File: src/source/deser_pkg.sv
// deser_pkg
// shared sizes, training word and alignment constants for the
// multi-lane serial receiver, plus the lane word and frame types

package deser_pkg;

	//------------------------------
	// lane and frame geometry
	//------------------------------
	localparam int CHANNEL_NUM = 4;                         // serial lanes
	localparam int DESER_WIDTH = 8;                         // bits per lane word
	localparam int FRAME_WIDTH = CHANNEL_NUM * DESER_WIDTH; // one word per lane

	typedef logic [DESER_WIDTH-1:0] lane_word_t;
	typedef logic [FRAME_WIDTH-1:0] frame_t;

	// all eight rotations differ, so only one boundary matches
	localparam lane_word_t TRAIN_PATTERN = 8'h2F;

	localparam bit FIRST_BIT_LSB  = 1'b1; // first bit on wire -> bit 0
	localparam bit CHANNEL_LITTLE = 1'b1; // channel 0 in low byte

	//------------------------------
	// alignment and buffering
	//------------------------------
	localparam int LOCK_COUNT  = 4;  // matches in a row for lock
	localparam int SLIP_SETTLE = 2;  // words skipped after a slip
	localparam int FIFO_DEPTH  = 8;  // frames

	// derived counter widths and terminal values
	localparam int LANE_CNT_W = $clog2(DESER_WIDTH);
	localparam logic [LANE_CNT_W-1:0] LANE_LAST = LANE_CNT_W'(DESER_WIDTH - 1);

	localparam int SETTLE_W = $clog2(SLIP_SETTLE + 1);
	localparam logic [SETTLE_W-1:0] SETTLE_LAST = SETTLE_W'(SLIP_SETTLE - 1);

	localparam int MATCH_W = $clog2(LOCK_COUNT + 1);
	localparam logic [MATCH_W-1:0] MATCH_LAST = MATCH_W'(LOCK_COUNT - 1);

	localparam int FIFO_AW = $clog2(FIFO_DEPTH);             // pointer width
	localparam logic [FIFO_AW-1:0] FIFO_LAST = FIFO_AW'(FIFO_DEPTH - 1);
	localparam int FIFO_CW = $clog2(FIFO_DEPTH + 1);         // occupancy width
	localparam logic [FIFO_CW-1:0] FIFO_FULL_CNT = FIFO_CW'(FIFO_DEPTH);

endpackage
File: src/source/lane_if.sv
// lane_if
// per-lane bundle between a serial lane deserializer, its
// word aligner and the frame packer

`timescale 1ns/1ps

interface lane_if;

	deser_pkg::lane_word_t word;   // last DESER_WIDTH bits of the lane
	logic                  word_valid; // one-cycle strobe per word
	logic                  bitslip;    // move boundary one bit later
	logic                  aligned;    // lane locked on training word

	// deserializer side
	modport lane (
		output word,
		output word_valid,
		input  bitslip
	);

	// aligner, owns the slip and lock flags
	modport align (
		input  word,
		input  word_valid,
		output bitslip,
		output aligned
	);

	// packer only listens
	modport pack (
		input  word,
		input  word_valid,
		input  aligned
	);

endinterface

File: src/source/deser_top.sv
// deser_top
// multi-lane serial receiver: per-lane deserializer and aligner,
// frame packer and output FIFO behind a valid/ready interface

`timescale 1ns/1ps

module deser_top (
	input  logic                              clk,
	input  logic                              rst_n,
	input  logic [deser_pkg::CHANNEL_NUM-1:0] din,       // one serial bit per lane
	output logic                              out_valid,
	input  logic                              out_ready,
	output logic [deser_pkg::FRAME_WIDTH-1:0] out_data,
	output logic                              aligned,   // all lanes locked
	output logic                              overflow   // sticky frame loss
);

	lane_if            lane_bus [deser_pkg::CHANNEL_NUM] ();
	logic              push;
	deser_pkg::frame_t push_data;

	//------------------------------
	// per-lane front end
	//------------------------------
	genvar ch;
	generate
		for (ch = 0; ch < deser_pkg::CHANNEL_NUM; ch++) begin : g_lane
			deser_lane u_deser_lane (
				.clk   (clk),
				.rst_n (rst_n),
				.din   (din[ch]),
				.lane  (lane_bus[ch])
			);

			word_align u_word_align (
				.clk   (clk),
				.rst_n (rst_n),
				.lane  (lane_bus[ch])
			);
		end
	endgenerate

	frame_packer u_frame_packer (
		.clk       (clk),
		.rst_n     (rst_n),
		.lanes     (lane_bus),
		.push      (push),
		.push_data (push_data),
		.aligned   (aligned)
	);

	// serial stream cannot be stalled, so full only matters inside the FIFO
	word_fifo u_word_fifo (
		.clk       (clk),
		.rst_n     (rst_n),
		.push      (push),
		.push_data (push_data),
		.full      (),
		.out_valid (out_valid),
		.out_ready (out_ready),
		.out_data  (out_data),
		.overflow  (overflow)
	);

endmodule

File: src/source/word_fifo.sv
// word_fifo
// synchronous frame FIFO with a valid/ready read side; a push
// while full is dropped and latches a sticky overflow flag

`timescale 1ns/1ps

module word_fifo (
	input  logic              clk,
	input  logic              rst_n,
	input  logic              push,
	input  deser_pkg::frame_t push_data,
	output logic              full,
	output logic              out_valid,
	input  logic              out_ready,
	output deser_pkg::frame_t out_data,
	output logic              overflow
);

	deser_pkg::frame_t             mem [deser_pkg::FIFO_DEPTH]; // storage
	logic [deser_pkg::FIFO_AW-1:0] wr_ptr;
	logic [deser_pkg::FIFO_AW-1:0] rd_ptr;
	logic [deser_pkg::FIFO_CW-1:0] count;   // occupancy
	logic                          wr_en;
	logic                          rd_en;

	assign full      = (count == deser_pkg::FIFO_FULL_CNT);
	assign out_valid = (count != '0);
	assign out_data  = mem[rd_ptr]; // head entry, stable until popped
	assign wr_en     = push && !full;
	assign rd_en     = out_valid && out_ready;

	//------------------------------
	// pointers, count, overflow
	//------------------------------
	always_ff @(posedge clk or negedge rst_n) begin
		if (!rst_n) begin
			wr_ptr   <= '0;
			rd_ptr   <= '0;
			count    <= '0;
			overflow <= 1'b0;
		end else begin
			if (wr_en)
				wr_ptr <= (wr_ptr == deser_pkg::FIFO_LAST) ? '0 : wr_ptr + 1'b1;
			if (rd_en)
				rd_ptr <= (rd_ptr == deser_pkg::FIFO_LAST) ? '0 : rd_ptr + 1'b1;
			case ({wr_en, rd_en})
				2'b10:   count <= count + 1'b1;
				2'b01:   count <= count - 1'b1;
				default: count <= count; // none, or both at once
			endcase
			if (push && full)
				overflow <= 1'b1; // frame lost, held until reset
		end
	end

	always_ff @(posedge clk) begin
		if (wr_en)
			mem[wr_ptr] <= push_data;
	end

endmodule

File: src/source/frame_packer.sv
// frame_packer
// collects one aligned word per lane, places the words into a
// frame in channel order, drops frames that are pure training
// pattern and pushes the rest towards the output FIFO

`timescale 1ns/1ps

module frame_packer (
	input  logic               clk,
	input  logic               rst_n,
	lane_if.pack               lanes [deser_pkg::CHANNEL_NUM],
	output logic               push,
	output deser_pkg::frame_t  push_data,
	output logic               aligned
);

	deser_pkg::lane_word_t                 lane_word [deser_pkg::CHANNEL_NUM]; // held words
	deser_pkg::lane_word_t                 bus_word  [deser_pkg::CHANNEL_NUM]; // live words
	logic [deser_pkg::CHANNEL_NUM-1:0]     have_word;    // word held per lane
	logic [deser_pkg::CHANNEL_NUM-1:0]     lane_valid;
	logic [deser_pkg::CHANNEL_NUM-1:0]     lane_aligned;
	deser_pkg::frame_t                     frame;        // assembled frame
	logic                                  all_have;     // frame complete
	logic                                  all_train;    // idle frame

	//------------------------------
	// flatten the lane bundles
	//------------------------------
	genvar i;
	generate
		for (i = 0; i < deser_pkg::CHANNEL_NUM; i++) begin : g_tap
			assign lane_valid[i]   = lanes[i].word_valid;
			assign lane_aligned[i] = lanes[i].aligned;
			assign bus_word[i]     = lanes[i].word;
		end
	endgenerate

	assign aligned  = &lane_aligned; // nothing is packed before this
	assign all_have = &have_word;

	// channel placement and idle check
	always_comb begin
		frame     = '0;
		all_train = 1'b1;
		for (int c = 0; c < deser_pkg::CHANNEL_NUM; c++) begin
			if (deser_pkg::CHANNEL_LITTLE)
				frame[c*deser_pkg::DESER_WIDTH +: deser_pkg::DESER_WIDTH] = lane_word[c];
			else
				frame[(deser_pkg::CHANNEL_NUM-1-c)*deser_pkg::DESER_WIDTH +:
					deser_pkg::DESER_WIDTH] = lane_word[c]; // channel 0 on top
			if (lane_word[c] != deser_pkg::TRAIN_PATTERN)
				all_train = 1'b0;
		end
	end

	//------------------------------
	// have-word flags and push
	//------------------------------
	always_ff @(posedge clk or negedge rst_n) begin
		if (!rst_n) begin
			have_word <= '0;
			push      <= 1'b0;
		end else begin
			push <= all_have && !all_train; // idle frames never reach the FIFO
			for (int c = 0; c < deser_pkg::CHANNEL_NUM; c++) begin
				if (lane_valid[c] && aligned)
					have_word[c] <= 1'b1;  // early lane of next frame
				else if (all_have)
					have_word[c] <= 1'b0;  // frame consumed
			end
		end
	end

	// word and frame registers
	always_ff @(posedge clk) begin
		if (all_have)
			push_data <= frame;
		for (int c = 0; c < deser_pkg::CHANNEL_NUM; c++) begin
			if (lane_valid[c] && aligned)
				lane_word[c] <= bus_word[c];
		end
	end

endmodule

File: src/source/word_align.sv
// word_align
// per-lane training aligner: checks each lane word against the
// training pattern, requests bit slips until the boundary fits,
// then declares lock after LOCK_COUNT matches in a row

`timescale 1ns/1ps

module word_align (
	input  logic  clk,
	input  logic  rst_n,
	lane_if.align lane
);

	typedef enum logic [1:0] {
		HUNT,    // waiting for first match
		SETTLE,  // skipping words after a slip
		COUNT,   // collecting consecutive matches
		LOCKED   // boundary fixed until reset
	} align_state_t;

	align_state_t                   state;
	logic [deser_pkg::SETTLE_W-1:0] settle_cnt; // words skipped so far
	logic [deser_pkg::MATCH_W-1:0]  match_cnt;  // matches in a row
	logic                           match;

	assign match = (lane.word == deser_pkg::TRAIN_PATTERN);

	//------------------------------
	// alignment FSM
	//------------------------------
	always_ff @(posedge clk or negedge rst_n) begin
		if (!rst_n) begin
			state        <= HUNT;
			settle_cnt   <= '0;
			match_cnt    <= '0;
			lane.bitslip <= 1'b0;
		end else begin
			lane.bitslip <= 1'b0; // default, pulse lasts one clk
			if (lane.word_valid) begin
				case (state)
					HUNT, COUNT: begin
						if (match) begin
							if (match_cnt == deser_pkg::MATCH_LAST)
								state <= LOCKED;
							else
								state <= COUNT;
							match_cnt <= match_cnt + 1'b1;
						end else begin
							// wrong boundary, slip and start over
							lane.bitslip <= 1'b1;
							match_cnt    <= '0;
							settle_cnt   <= '0;
							state        <= SETTLE;
						end
					end
					SETTLE: begin
						// words around the slip are not trusted
						if (settle_cnt == deser_pkg::SETTLE_LAST)
							state <= HUNT;
						else
							settle_cnt <= settle_cnt + 1'b1;
					end
					LOCKED: state <= LOCKED; // sticky
					default: state <= HUNT;
				endcase
			end
		end
	end

	assign lane.aligned = (state == LOCKED);

endmodule

File: src/source/deser_lane.sv
// deser_lane
// shifts one serial lane, one bit per clk, into DESER_WIDTH-bit
// words; a bitslip stretches the current word period by one clk

`timescale 1ns/1ps

module deser_lane (
	input  logic clk,
	input  logic rst_n,
	input  logic din,
	lane_if.lane lane
);

	logic [deser_pkg::LANE_CNT_W-1:0] bit_cnt;    // position inside word
	deser_pkg::lane_word_t            shift_reg;  // running bit history
	deser_pkg::lane_word_t            shift_next; // history incl. din
	logic                             wrap;       // word boundary this clk

	//------------------------------
	// bit shifter
	//------------------------------
	// lsb first means the new bit enters at the top and walks down
	// so after a full word the oldest bit sits in bit 0
	always_comb begin
		if (deser_pkg::FIRST_BIT_LSB)
			shift_next = {din, shift_reg[deser_pkg::DESER_WIDTH-1:1]};
		else
			shift_next = {shift_reg[deser_pkg::DESER_WIDTH-2:0], din}; // msb-first
	end

	// boundary is held off while a slip is pending
	assign wrap = (bit_cnt == deser_pkg::LANE_LAST) && !lane.bitslip;

	//------------------------------
	// word counter
	//------------------------------
	always_ff @(posedge clk or negedge rst_n) begin
		if (!rst_n) begin
			bit_cnt         <= '0;
			lane.word_valid <= 1'b0;
		end else begin
			lane.word_valid <= wrap; // one-cycle strobe
			if (wrap)
				bit_cnt <= '0;
			else if (!lane.bitslip)
				bit_cnt <= bit_cnt + 1'b1;
			// a slip holds the counter one clk so the period becomes width+1
		end
	end

	// shift history and presented word
	always_ff @(posedge clk) begin
		shift_reg <= shift_next;
		if (wrap)
			lane.word <= shift_next; // present full word with the strobe
	end

endmodule

File: config.mk
export PLATFORM = sky130hd
export DESIGN_NAME = deser_top
export DESIGN_NICKNAME = d
export VERILOG_FILES = /design/src/source/deser_pkg.sv /design/src/source/lane_if.sv /design/src/source/deser_top.sv /design/src/source/word_fifo.sv /design/src/source/frame_packer.sv /design/src/source/word_align.sv /design/src/source/deser_lane.sv
export SDC_FILE = /design/constraint.sdc
export NUM_CORES = 1
export LEC_CHECK = 0
export BUFFER_PORTS_ARGS = -buffer_cell sky130_fd_sc_hd__clkbuf_2
export CAP_MARGIN = 20
export CORE_MARGIN = 2
export CORE_UTILIZATION = 39
export CTS_BUF_LIST = sky130_fd_sc_hd__clkbuf_16
export DETAILED_ROUTE_END_ITERATION = 12
export PLACE_DENSITY = 0.62
export RECOVER_POWER = 25
export SLEW_MARGIN = 20
export SYNTH_ARGS = -nofsm -noshare
export SYNTH_HDL_FRONTEND = slang
export SYNTH_SLANG_ARGS = --single-unit
export TNS_END_PERCENT = 1
File: constraint.sdc
create_clock -name clk -period 6.3 [get_ports clk]
set_clock_uncertainty 0.2 [all_clocks]
set_input_delay 0 -clock clk [delete_from_list [all_inputs] [get_ports clk]]
set_output_delay 0 -clock clk [all_outputs]
set_load 0.01 [all_outputs]
# Yosys cells after proc, flatten, opt, wreduce, memory -nomap -nowiden

Memory sizes are Yosys's and may differ from the RTL's.
Cells that the tools add are included.

Register bits after elaboration: 160
Bits in writable memories: 288
Bits of input ports: 7
Logic and storage cells: 237
Memories: 2

Add/subtract/negate cells: 16
Equality and inequality tests: 53
Mux-type cells: 74
Reductions and logical operators: 50

Memories:

| name                     | words | bits a word | read ports | clocked after memory_dff | write ports | line               | RTL |
|---|---|---|---|---|---|---|---|
| u_word_fifo.mem          | 8     | 32          | 1          | 0                        | 1           | word_fifo.sv:19    | `deser_pkg::frame_t mem [deser_pkg::FIFO_DEPTH];` |
| u_frame_packer.lane_word | 4     | 8           | 4          | 0                        | 4           | frame_packer.sv:17 | `deser_pkg::lane_word_t lane_word [deser_pkg::CHANNEL_NUM];` |

Operators with widths:

| cell                                           | count |
|---|---|
| 2-to-1 mux 3 bit                               | 14 |
| 2-to-1 mux 1 bit                               | 35 |
| == test 8 x 6 -> 1 bit (second input constant) | 4 |
| 2-to-1 mux 2 bit                               | 16 |
| != test 8 x 6 -> 1 bit (second input constant) | 4 |
| adder 3 x 1 -> 3 bit (second input constant)   | 10 |
| != test 2 bit (second input constant)          | 12 |
| one-hot mux 2 bit (3 select lines)             | 4 |
| AND reduction 4 bit                            | 6 |
| == test 2 x 1 -> 1 bit (second input constant) | 9 |
| == test 2 bit (second input constant)          | 9 |
| == test 3 bit (second input constant)          | 6 |
| nonzero test 2 bit                             | 9 |
| one-hot mux 2 bit (2 select lines)             | 4 |
| AND reduction 2 bit                            | 8 |
| == test 3 x 2 -> 1 bit (second input constant) | 4 |
| logical AND 1 bit                              | 12 |
| adder 2 x 1 -> 2 bit (second input constant)   | 4 |
| zero test 2 bit                                | 4 |
| != test 2 x 1 -> 1 bit (second input constant) | 4 |
| one-hot mux 4 bit (2 select lines)             | 1 |
| OR reduction 2 bit                             | 4 |
| zero test 1 bit                                | 6 |
| adder 4 x 1 -> 4 bit (second input constant)   | 1 |
| 3 further kinds                                | 3 |

# Depth between registers and ports, before layout

Gate-level depths: netlist (run 1).
An unclocked memory read counts as a cell.

Word-level depth: 8
Mapped depth: 8
Mapped depth without buffers: 8

# Cells and area by module

A second synthesis (run 1) with hierarchy kept.

Cell total of the unflattened synthesis: 815
Area total of the unflattened synthesis: 16669.7 um^2

Modules (own cells, without submodules):

| module       | instances | cells an instance | area each (um^2) | seq. area each (um^2) |
|---|---|---|---|---|
| word_fifo    | 1         | 439               | 10332.4          | 7962.6 |
| deser_lane   | 4         | 28                | 556.8            | 480.5 |
| frame_packer | 1         | 92                | 2218.4           | 2047.0 |
| word_align   | 4         | 43                | 473.0            | 200.2 |

# Worst setup path before layout (run 1)

OpenSTA, ideal clock, no wires.

Path type: register -> register
Start point: register u_word_fifo.count[3] (netlist bit)
End point: memory u_word_fifo.mem[0][0] (netlist bit), enable pin
Library setup time: 0.501 ns
Arrival: 3.789 ns
Path slack: 1.810 ns
Stages on the path, launching flop included: 4
Path through: dfrtp_1 > or4b_1 > nand2_2 > nor4_1

Word-level cells in the longest chain between the ends: 5

Ends and longest elaborated chain:

| item                                   | line            | RTL |
|---|---|---|
| start: declaration                     | word_fifo.sv:22 | `logic [deser_pkg::FIFO_CW-1:0] count;` |
| start signal: assignment               | word_fifo.sv:47 | `2'b10: count <= count + 1'b1;` |
| start signal: assignment               | word_fifo.sv:48 | `2'b01: count <= count - 1'b1;` |
| start signal: assignment               | word_fifo.sv:49 | `default: count <= count;` |
| == test 4 bit                          | word_fifo.sv:26 | `assign full = (count == deser_pkg::FIFO_FULL_CNT);` |
| zero test 1 bit                        | word_fifo.sv:29 | `assign wr_en = push && !full;` |
| logical AND 1 bit                      | word_fifo.sv:29 |  |
| 2-to-1 mux 1 bit                       | word_fifo.sv:57 | `if (wr_en)` |
| 2-to-1 mux 1 bit (not written as such) | word_fifo.sv:58 | `mem[wr_ptr] <= push_data;` |
| end: declaration                       | word_fifo.sv:19 |  |

Every way passes these cells.

# Final worst setup path (run 1)

Start point: register u_word_fifo.rd_ptr[0] (netlist bit)
End point: output port out_data[31] (netlist bit)

Word-level cells in the longest chain between the ends: 1

Ends and longest elaborated chain:

| item                     | line            | RTL |
|---|---|---|
| start: declaration       | word_fifo.sv:21 | `logic [deser_pkg::FIFO_AW-1:0] rd_ptr;` |
| start signal: assignment | word_fifo.sv:45 | `rd_ptr <= (rd_ptr == deser_pkg::FIFO_LAST) ? '0 : rd_ptr + 1'b1;` |
| memory read (8 x 32 bit) | n/a             |  |
| end: declaration         | deser_top.sv:13 | `output logic [deser_pkg::FRAME_WIDTH-1:0] out_data,` |

Every way passes these cells.

==> metrics.txt, run 1 <==
Period minus WS final=3.33 ns; largest area contributor in the netlist=edfxtp_1; Synth Area in Simple Gates=4.16%; RSZ-0062 raised after global routing=false; Worst Path Arrival=between 3 and 4 ns; hold slack final=-0.0209 ns; max FFs per register=roughly 260; remaining global-route overflow=0; Peak Freq=around 300 MHz; pin count of the biggest net entering global routing=65; P per Cell Area=400 nW/um^2; Seq/Total Area, Yosys=77.5%; Core ar.=41800 sq um; PortBufs=41; drt drc=0; synth cell count leaders=352 x edfxtp_1, 64 x dfrtp_1, 56 x mux4_2; max-cap violations=0; Avg Cell Area, Syn=about 20 sq um; largest family of logic cells by synthesized area=multiplexers; failing checks=hold timing; HP Class=in -> async; Synth Area in XOR/XNOR=less than 1%; DR vias/cell=5.07; Pint=5.60 mW; share of cells above drive strength 1=23.7%; slew of the pin with the lowest slew margin=0.982 ns; initial antenna violation count=1; net count after synthesis=about 850; Area contributors post-synth=edfxtp_1 64%, dfrtp_1 9.7%, mux4_2 7.7%; Layout fillers=3498; CTS tree=done; clock slew at reported path FFs=0.06 ns; num ports=42; CP endpoint kind=output port; H-tree depth=2; total power=7.53 mW; CTS sink cnt=444; nets=934; postcts setup bufs=0; count leader, synth=edfxtp_1; first-pass GRT wire length=44500 um; number of synthesized flops with an enable pin=352; mapped cell area=16400 sq um; Vias=7456; Routed Antenna Nets=0; Final Hold Viols=17; sequential group share of total power=46.6%; clock power share=about a third; vias in the first global route=between 7000 and 8000; Total Routed Length=28200 um; Routed WL per cell=19.2 um; final slew viol count=0; CTS Buf Count=43; Root Buffer=clkbuf_16; synth warn=0; global placer's final weighted congestion=0.696; post-synthesis compound-gate area fraction=between 2 and 3%; Iteration-0 DRC Markers=454; power share of the combinational group=20.3%; largest register by flop count=u_word_fifo.mem; startpoint type of the worst setup path=register; setup TNS=0 ns; Initial Utilization=39.4%; critical path required time=6.10 ns; Synth async-reset ratio=between 10% and 20%; Worst Path Max Fanout=38; maximum buffer depth of the clock tree=3; static leakage=6.50 nW; GRT Total Usage=between 10% and 20%; die area=43800 sq um; clk_lat worst skew=0.54 ns; slew margin rel.=between 30% and 40%; Layout area overhead=14.5%; critical path class=reg -> out; share of the clock period used by the worst path=52.8%; Netlist cell types=60; Switching Fraction=approximately a quarter; Top FF cell, synth=edfxtp_1; Synth Area in Adders=2.18%; Mapped Cells=812; Max VDD drop=0.223 mV; Placement Rows=75; hpwl dp=15300 um; multiplexer share of the synthesized area=11.9%; Die Width=209 um; post-synth top area share=between 60 and 70%; reg2reg setup slack=around 3.3 ns; Yosys reg bits=444; first drt pass iteration count=4; final setup fails=0; status=finished with violations; sw power=a little under 2 mW; # diodes=0; Die Ht=around 210 um
[metrics by stage]
stage | std cells | utilization, % | instance area, sq um | setup WS [ns]
CTS | 1472 | 45.0 | 18800 | 2.83
global route | 1472 | 45.0 | 18800 | 2.73
global placement | 1382 | 41.5 | 17300 | 3.34
finish | 1472 | 45.0 | 18800 | 2.97
floorplan | 812 | - | 16400 | 1.81
detailed placement | 1383 | 41.5 | 17300 | 3.28
[area by class of cell]
| type | instances | area [sq um] | area share, % |
|---|---|---|---|
| Tap cell | 539 | 674 | 3.59 |
| Sequential cell | 444 | 12700 | 67.7 |
| Clock buffer | 45 | 1130 | 5.99 |
| Clock inverter | 34 | 258 | 1.37 |
| Multi-Input combinational cell | 321 | 3520 | 18.7 |
| Inverter | 24 | 90.1 | 0.479 |
| Timing Repair Buffer | 65 | 407 | 2.16 |
[routing by layer]
metal	GRT usage (%)	vias to the layer above	wire (um)
met5	0	-	0
met4	3.72	0	563
met3	2.57	41	1130
met2	22.4	105	13800
met1	17.7	3870	12700
li1	-	3440	-
[worst paths after layout]
path                                                           from                             endpoint  cells past startpoint
worst min-delay path                                          rst_n                u_word_fifo.wr_ptr[0]                      3
worst min register to register  g_lane[0].u_deser_lane.shift_reg[3]  g_lane[0].u_deser_lane.shift_reg[2]                      0
worst max register to register                 u_word_fifo.count[0]                 u_word_fifo.count[3]                      7
worst max-delay path                          u_word_fifo.rd_ptr[0]                         out_data[31]                      4
min in group clk                                             din[0]  g_lane[0].u_deser_lane.lane.word[7]                      2
max in group asynchronous                                     rst_n                u_word_fifo.rd_ptr[0]                      3
[logic make-up (layout without fill, tap and decap cells)]
family                     after synthesis  after routing
xor gates and xnor gates                 2              2
adders and majority gates               28             28
AOI/OAI and AO/OA                       68             68
muxes                                  107            107
and+or+nand+nor                        116            116
buffers and inverters                   47            168
DFF                                    444            444
[worst max-delay path, cell delays in order, from the launching register on]
cell and delay (ns):
dfrtp_4 0.81, buf_4 0.71, mux4_1 0.64, mux2_2 0.27, clkbuf_2 0.13
[placed cells by master (no fill, tap or decap), types with 7 or more instances in the layout]
cell,synthesis,routed
edfxtp_1,352,352
dfrtp_1,64,62
mux4_2,56,56
clkbuf_16,0,45
clkbuf_2,1,39
mux2_2,37,37
inv_1,24,33
nand2_1,32,32
dfxtp_1,28,28
ha_1,27,27
o21ai_0,23,23
buf_4,0,13
nand2b_1,12,12
dlygate4sd3_1,0,10
clkinv_1,0,9
mux4_1,8,8
clkinv_2,0,8
nor3_1,11,7
a21o_1,7,7
[power groups by stage]
stage | Clock, mW | Combinational [mW] | Sequential (mW)
after floorplan | 0 | 1.25 | 3.47
after global placement | 0 | 1.54 | 3.56
after detailed placement | 0 | 1.56 | 3.57
after CTS | 2.56 | 1.58 | 3.51
after global routing | 2.67 | 1.70 | 3.54
final | 2.50 | 1.53 | 3.51
[repair_timing]
item                      CTS  global route
gates resized for setup     0             0
hold buffers               10             0
hold endpoints to repair   76             0
(Power assumes the default switching activity.)
==> run 2: changes to the inputs <==
==> constraint.sdc (replaced) <==
create_clock -name clk -period 3.1 [get_ports clk]
set_clock_uncertainty 0.2 [all_clocks]
set_input_delay 0 -clock clk [delete_from_list [all_inputs] [get_ports clk]]
set_output_delay 0 -clock clk [all_outputs]
set_load 0.01 [all_outputs]
==> run 2 against run 1 <==
Largest cell class unchanged; worst setup slack got worse by 2.8 ns; clock power increased by 100%; the flow now finishes without violations; sequential share of layout area decreased by 0.48 points; register-to-register slack got worse by 3.1 ns.
==> metrics.txt, run 2 (synthesis gave the netlist of run 1 again) <==
fin area=18900 sq um; Iteration-0 DRC Markers=353; Layout area overhead=15.3%; RR Endpoint=u_word_fifo.count[3]; slew margin rel.=19.6%; commonest cells after routing, fill and taps aside=352 x edfxtp_1, 62 x dfrtp_1, 56 x mux4_2; P per Cell Area=just over 800 nW/um^2; Worst Path Max Fanout=6; Largest stage delay, worst path=0.54 ns; Total Routed Length=28200 um; initial antenna violation count=0; Placement Rows=75; num ports=42; CTS tree=done; GRT Total Usage=13.3%; reg2reg start=u_word_fifo.count[0]; HP Class=in -> reg; startpoint type of the worst setup path=register; max FFs per register=between 200 and 300; Core ar.=41800 sq um; share of cells above drive strength 1=23.9%; H-tree depth=2; commonest non-fill, non-tap cell in the layout=edfxtp_1; DR vias/cell=between 5 and 6; clock slew at reported path FFs=about 0.060 ns; largest register by flop count=u_word_fifo.mem; Die Width=approximately 210 um; Layout fillers=about 3500; remaining global-route overflow=0; PortBufs=between 40 and 50; Setup crit end=u_word_fifo.count[3]; drt drc=0; vias in the first global route=7883; status=completed; placed cell area=17400 sq um; CP startpoint=u_word_fifo.count[0]; first drt pass iteration count=4; max-cap violations=0; Root Buffer=clkbuf_16; critical path required time=between 3 and 4 ns; Final Hold Viols=0; die area=about 44000 sq um; CP endpoint kind=register; static leakage=6.55 nW; share of the clock period used by the worst path=93.5%; RSZ-0062 raised after global routing=false; Die Ht=209 um; hold slack final=0.0471 ns; Initial Utilization=39.4%; final slew viol count=0; global placer's final weighted congestion=0.685; pin count of the biggest net entering global routing=47; Reg2Reg Depth=8; clk_lat worst skew=0.56 ns; Vias=7463; Peak Freq=approximately 340 MHz; slowest cell on the critical path=or4_1; nets=944; critical path class=reg -> reg; first-pass GRT wire length=~45000 um; final setup fails=0; Routed WL per cell=~19 um; Max VDD drop=0.368 mV; Core Util, Final=45.4%; crit-path cells=or4_1 -> nand2_1 -> inv_1 -> ha_1 -> ha_1 -> or4b_1 -> o311ai_0 -> o211ai_1; CTS Buf Count=43; CTS sink cnt=444; hpwl dp=around 16000 um; pre-CTS WS=0.204 ns; CP most frequent cell=ha_1; reg2reg setup slack=between 0.2 and 0.25 ns; final worst slack=slightly above 0.2 ns; maximum buffer depth of the clock tree=3; slew of the pin with the lowest slew margin=1.21 ns; Routed Antenna Nets=0; Period minus WS final=2.90 ns; Worst Path Arrival=around 3.1 ns
==> run 2: worst max-delay path, delay by kind of cell, from the launching register on <==
family / cells / cell delay, ns
AOI/OAI and AO/OA: 2 / 0.24
adders and majority gates: 2 / 0.57
buffers and inverters: 1 / 0.06
DFF: 1 / 0.43
and+or+nand+nor: 3 / 1.26
==> run 2: power breakdown <==
group | switching, mW | internal (mW)
Combinational | 1.40 | 1.75
Clock | 2.12 | 2.92
Sequential | 0.446 | 6.75
==> run 2: area by class of cell <==
cell class                      instances  area [sq um]  share of cell area (%)
Antenna cell                            1          2.50                  0.0132
Clock buffer                           44          1100                    5.81
Clock inverter                         36           283                    1.49
Inverter                               24          90.1                   0.476
Multi-Input combinational cell        321          3520                    18.6
Sequential cell                       444         12700                    67.2
Tap cell                              539           674                    3.56
Timing Repair Buffer                   75           531                    2.80
==> run 2: repair_timing <==
action	in CTS	in global routing
setup endpoints to repair	0	1
buffers inserted	0	1
hold endpoints to repair	77	0
resized for setup	0	0
hold buffers	12	0
==> run 2: metal layers <==
metal | up-vias | part of all wire, % | GRT usage [%]
met1 | 3839 | 44 | 17.2
met2 | 111 | 50 | 22.9
li1 | 3466 | - | -
met3 | 47 | 3.7 | 2.77
met5 | - | 0 | 0
met4 | 0 | 2.0 | 3.82
==> run 2: metrics by stage <==
step,instances,power [mW],setup TNS [ns]
floorplan,812,9.58,-70.04
global placement,1390,10.4,0
detailed placement,1390,10.5,0
CTS,1482,15.6,0
global route,1483,16.1,0
finish,1484,15.4,0
==> run 2: how the worst min path moves through the flow <==
stage / endpoint / cells after the start / start / slack [ns]
floorplan: asynchronous set/reset pin / 0 / rst_n / -0.50
global placement: g_lane[3].u_deser_lane.shift_reg[7] / 1 / din[3] / -0.08
detailed placement: u_word_fifo.count[0] / 1 / rst_n / -0.13
CTS: g_lane[2].u_deser_lane.lane.word[7] / 2 / din[2] / 0.02
global route: g_lane[2].u_deser_lane.lane.word[7] / 2 / din[2] / 0.07
finish: g_lane[2].u_deser_lane.lane.word[7] / 2 / din[2] / 0.05
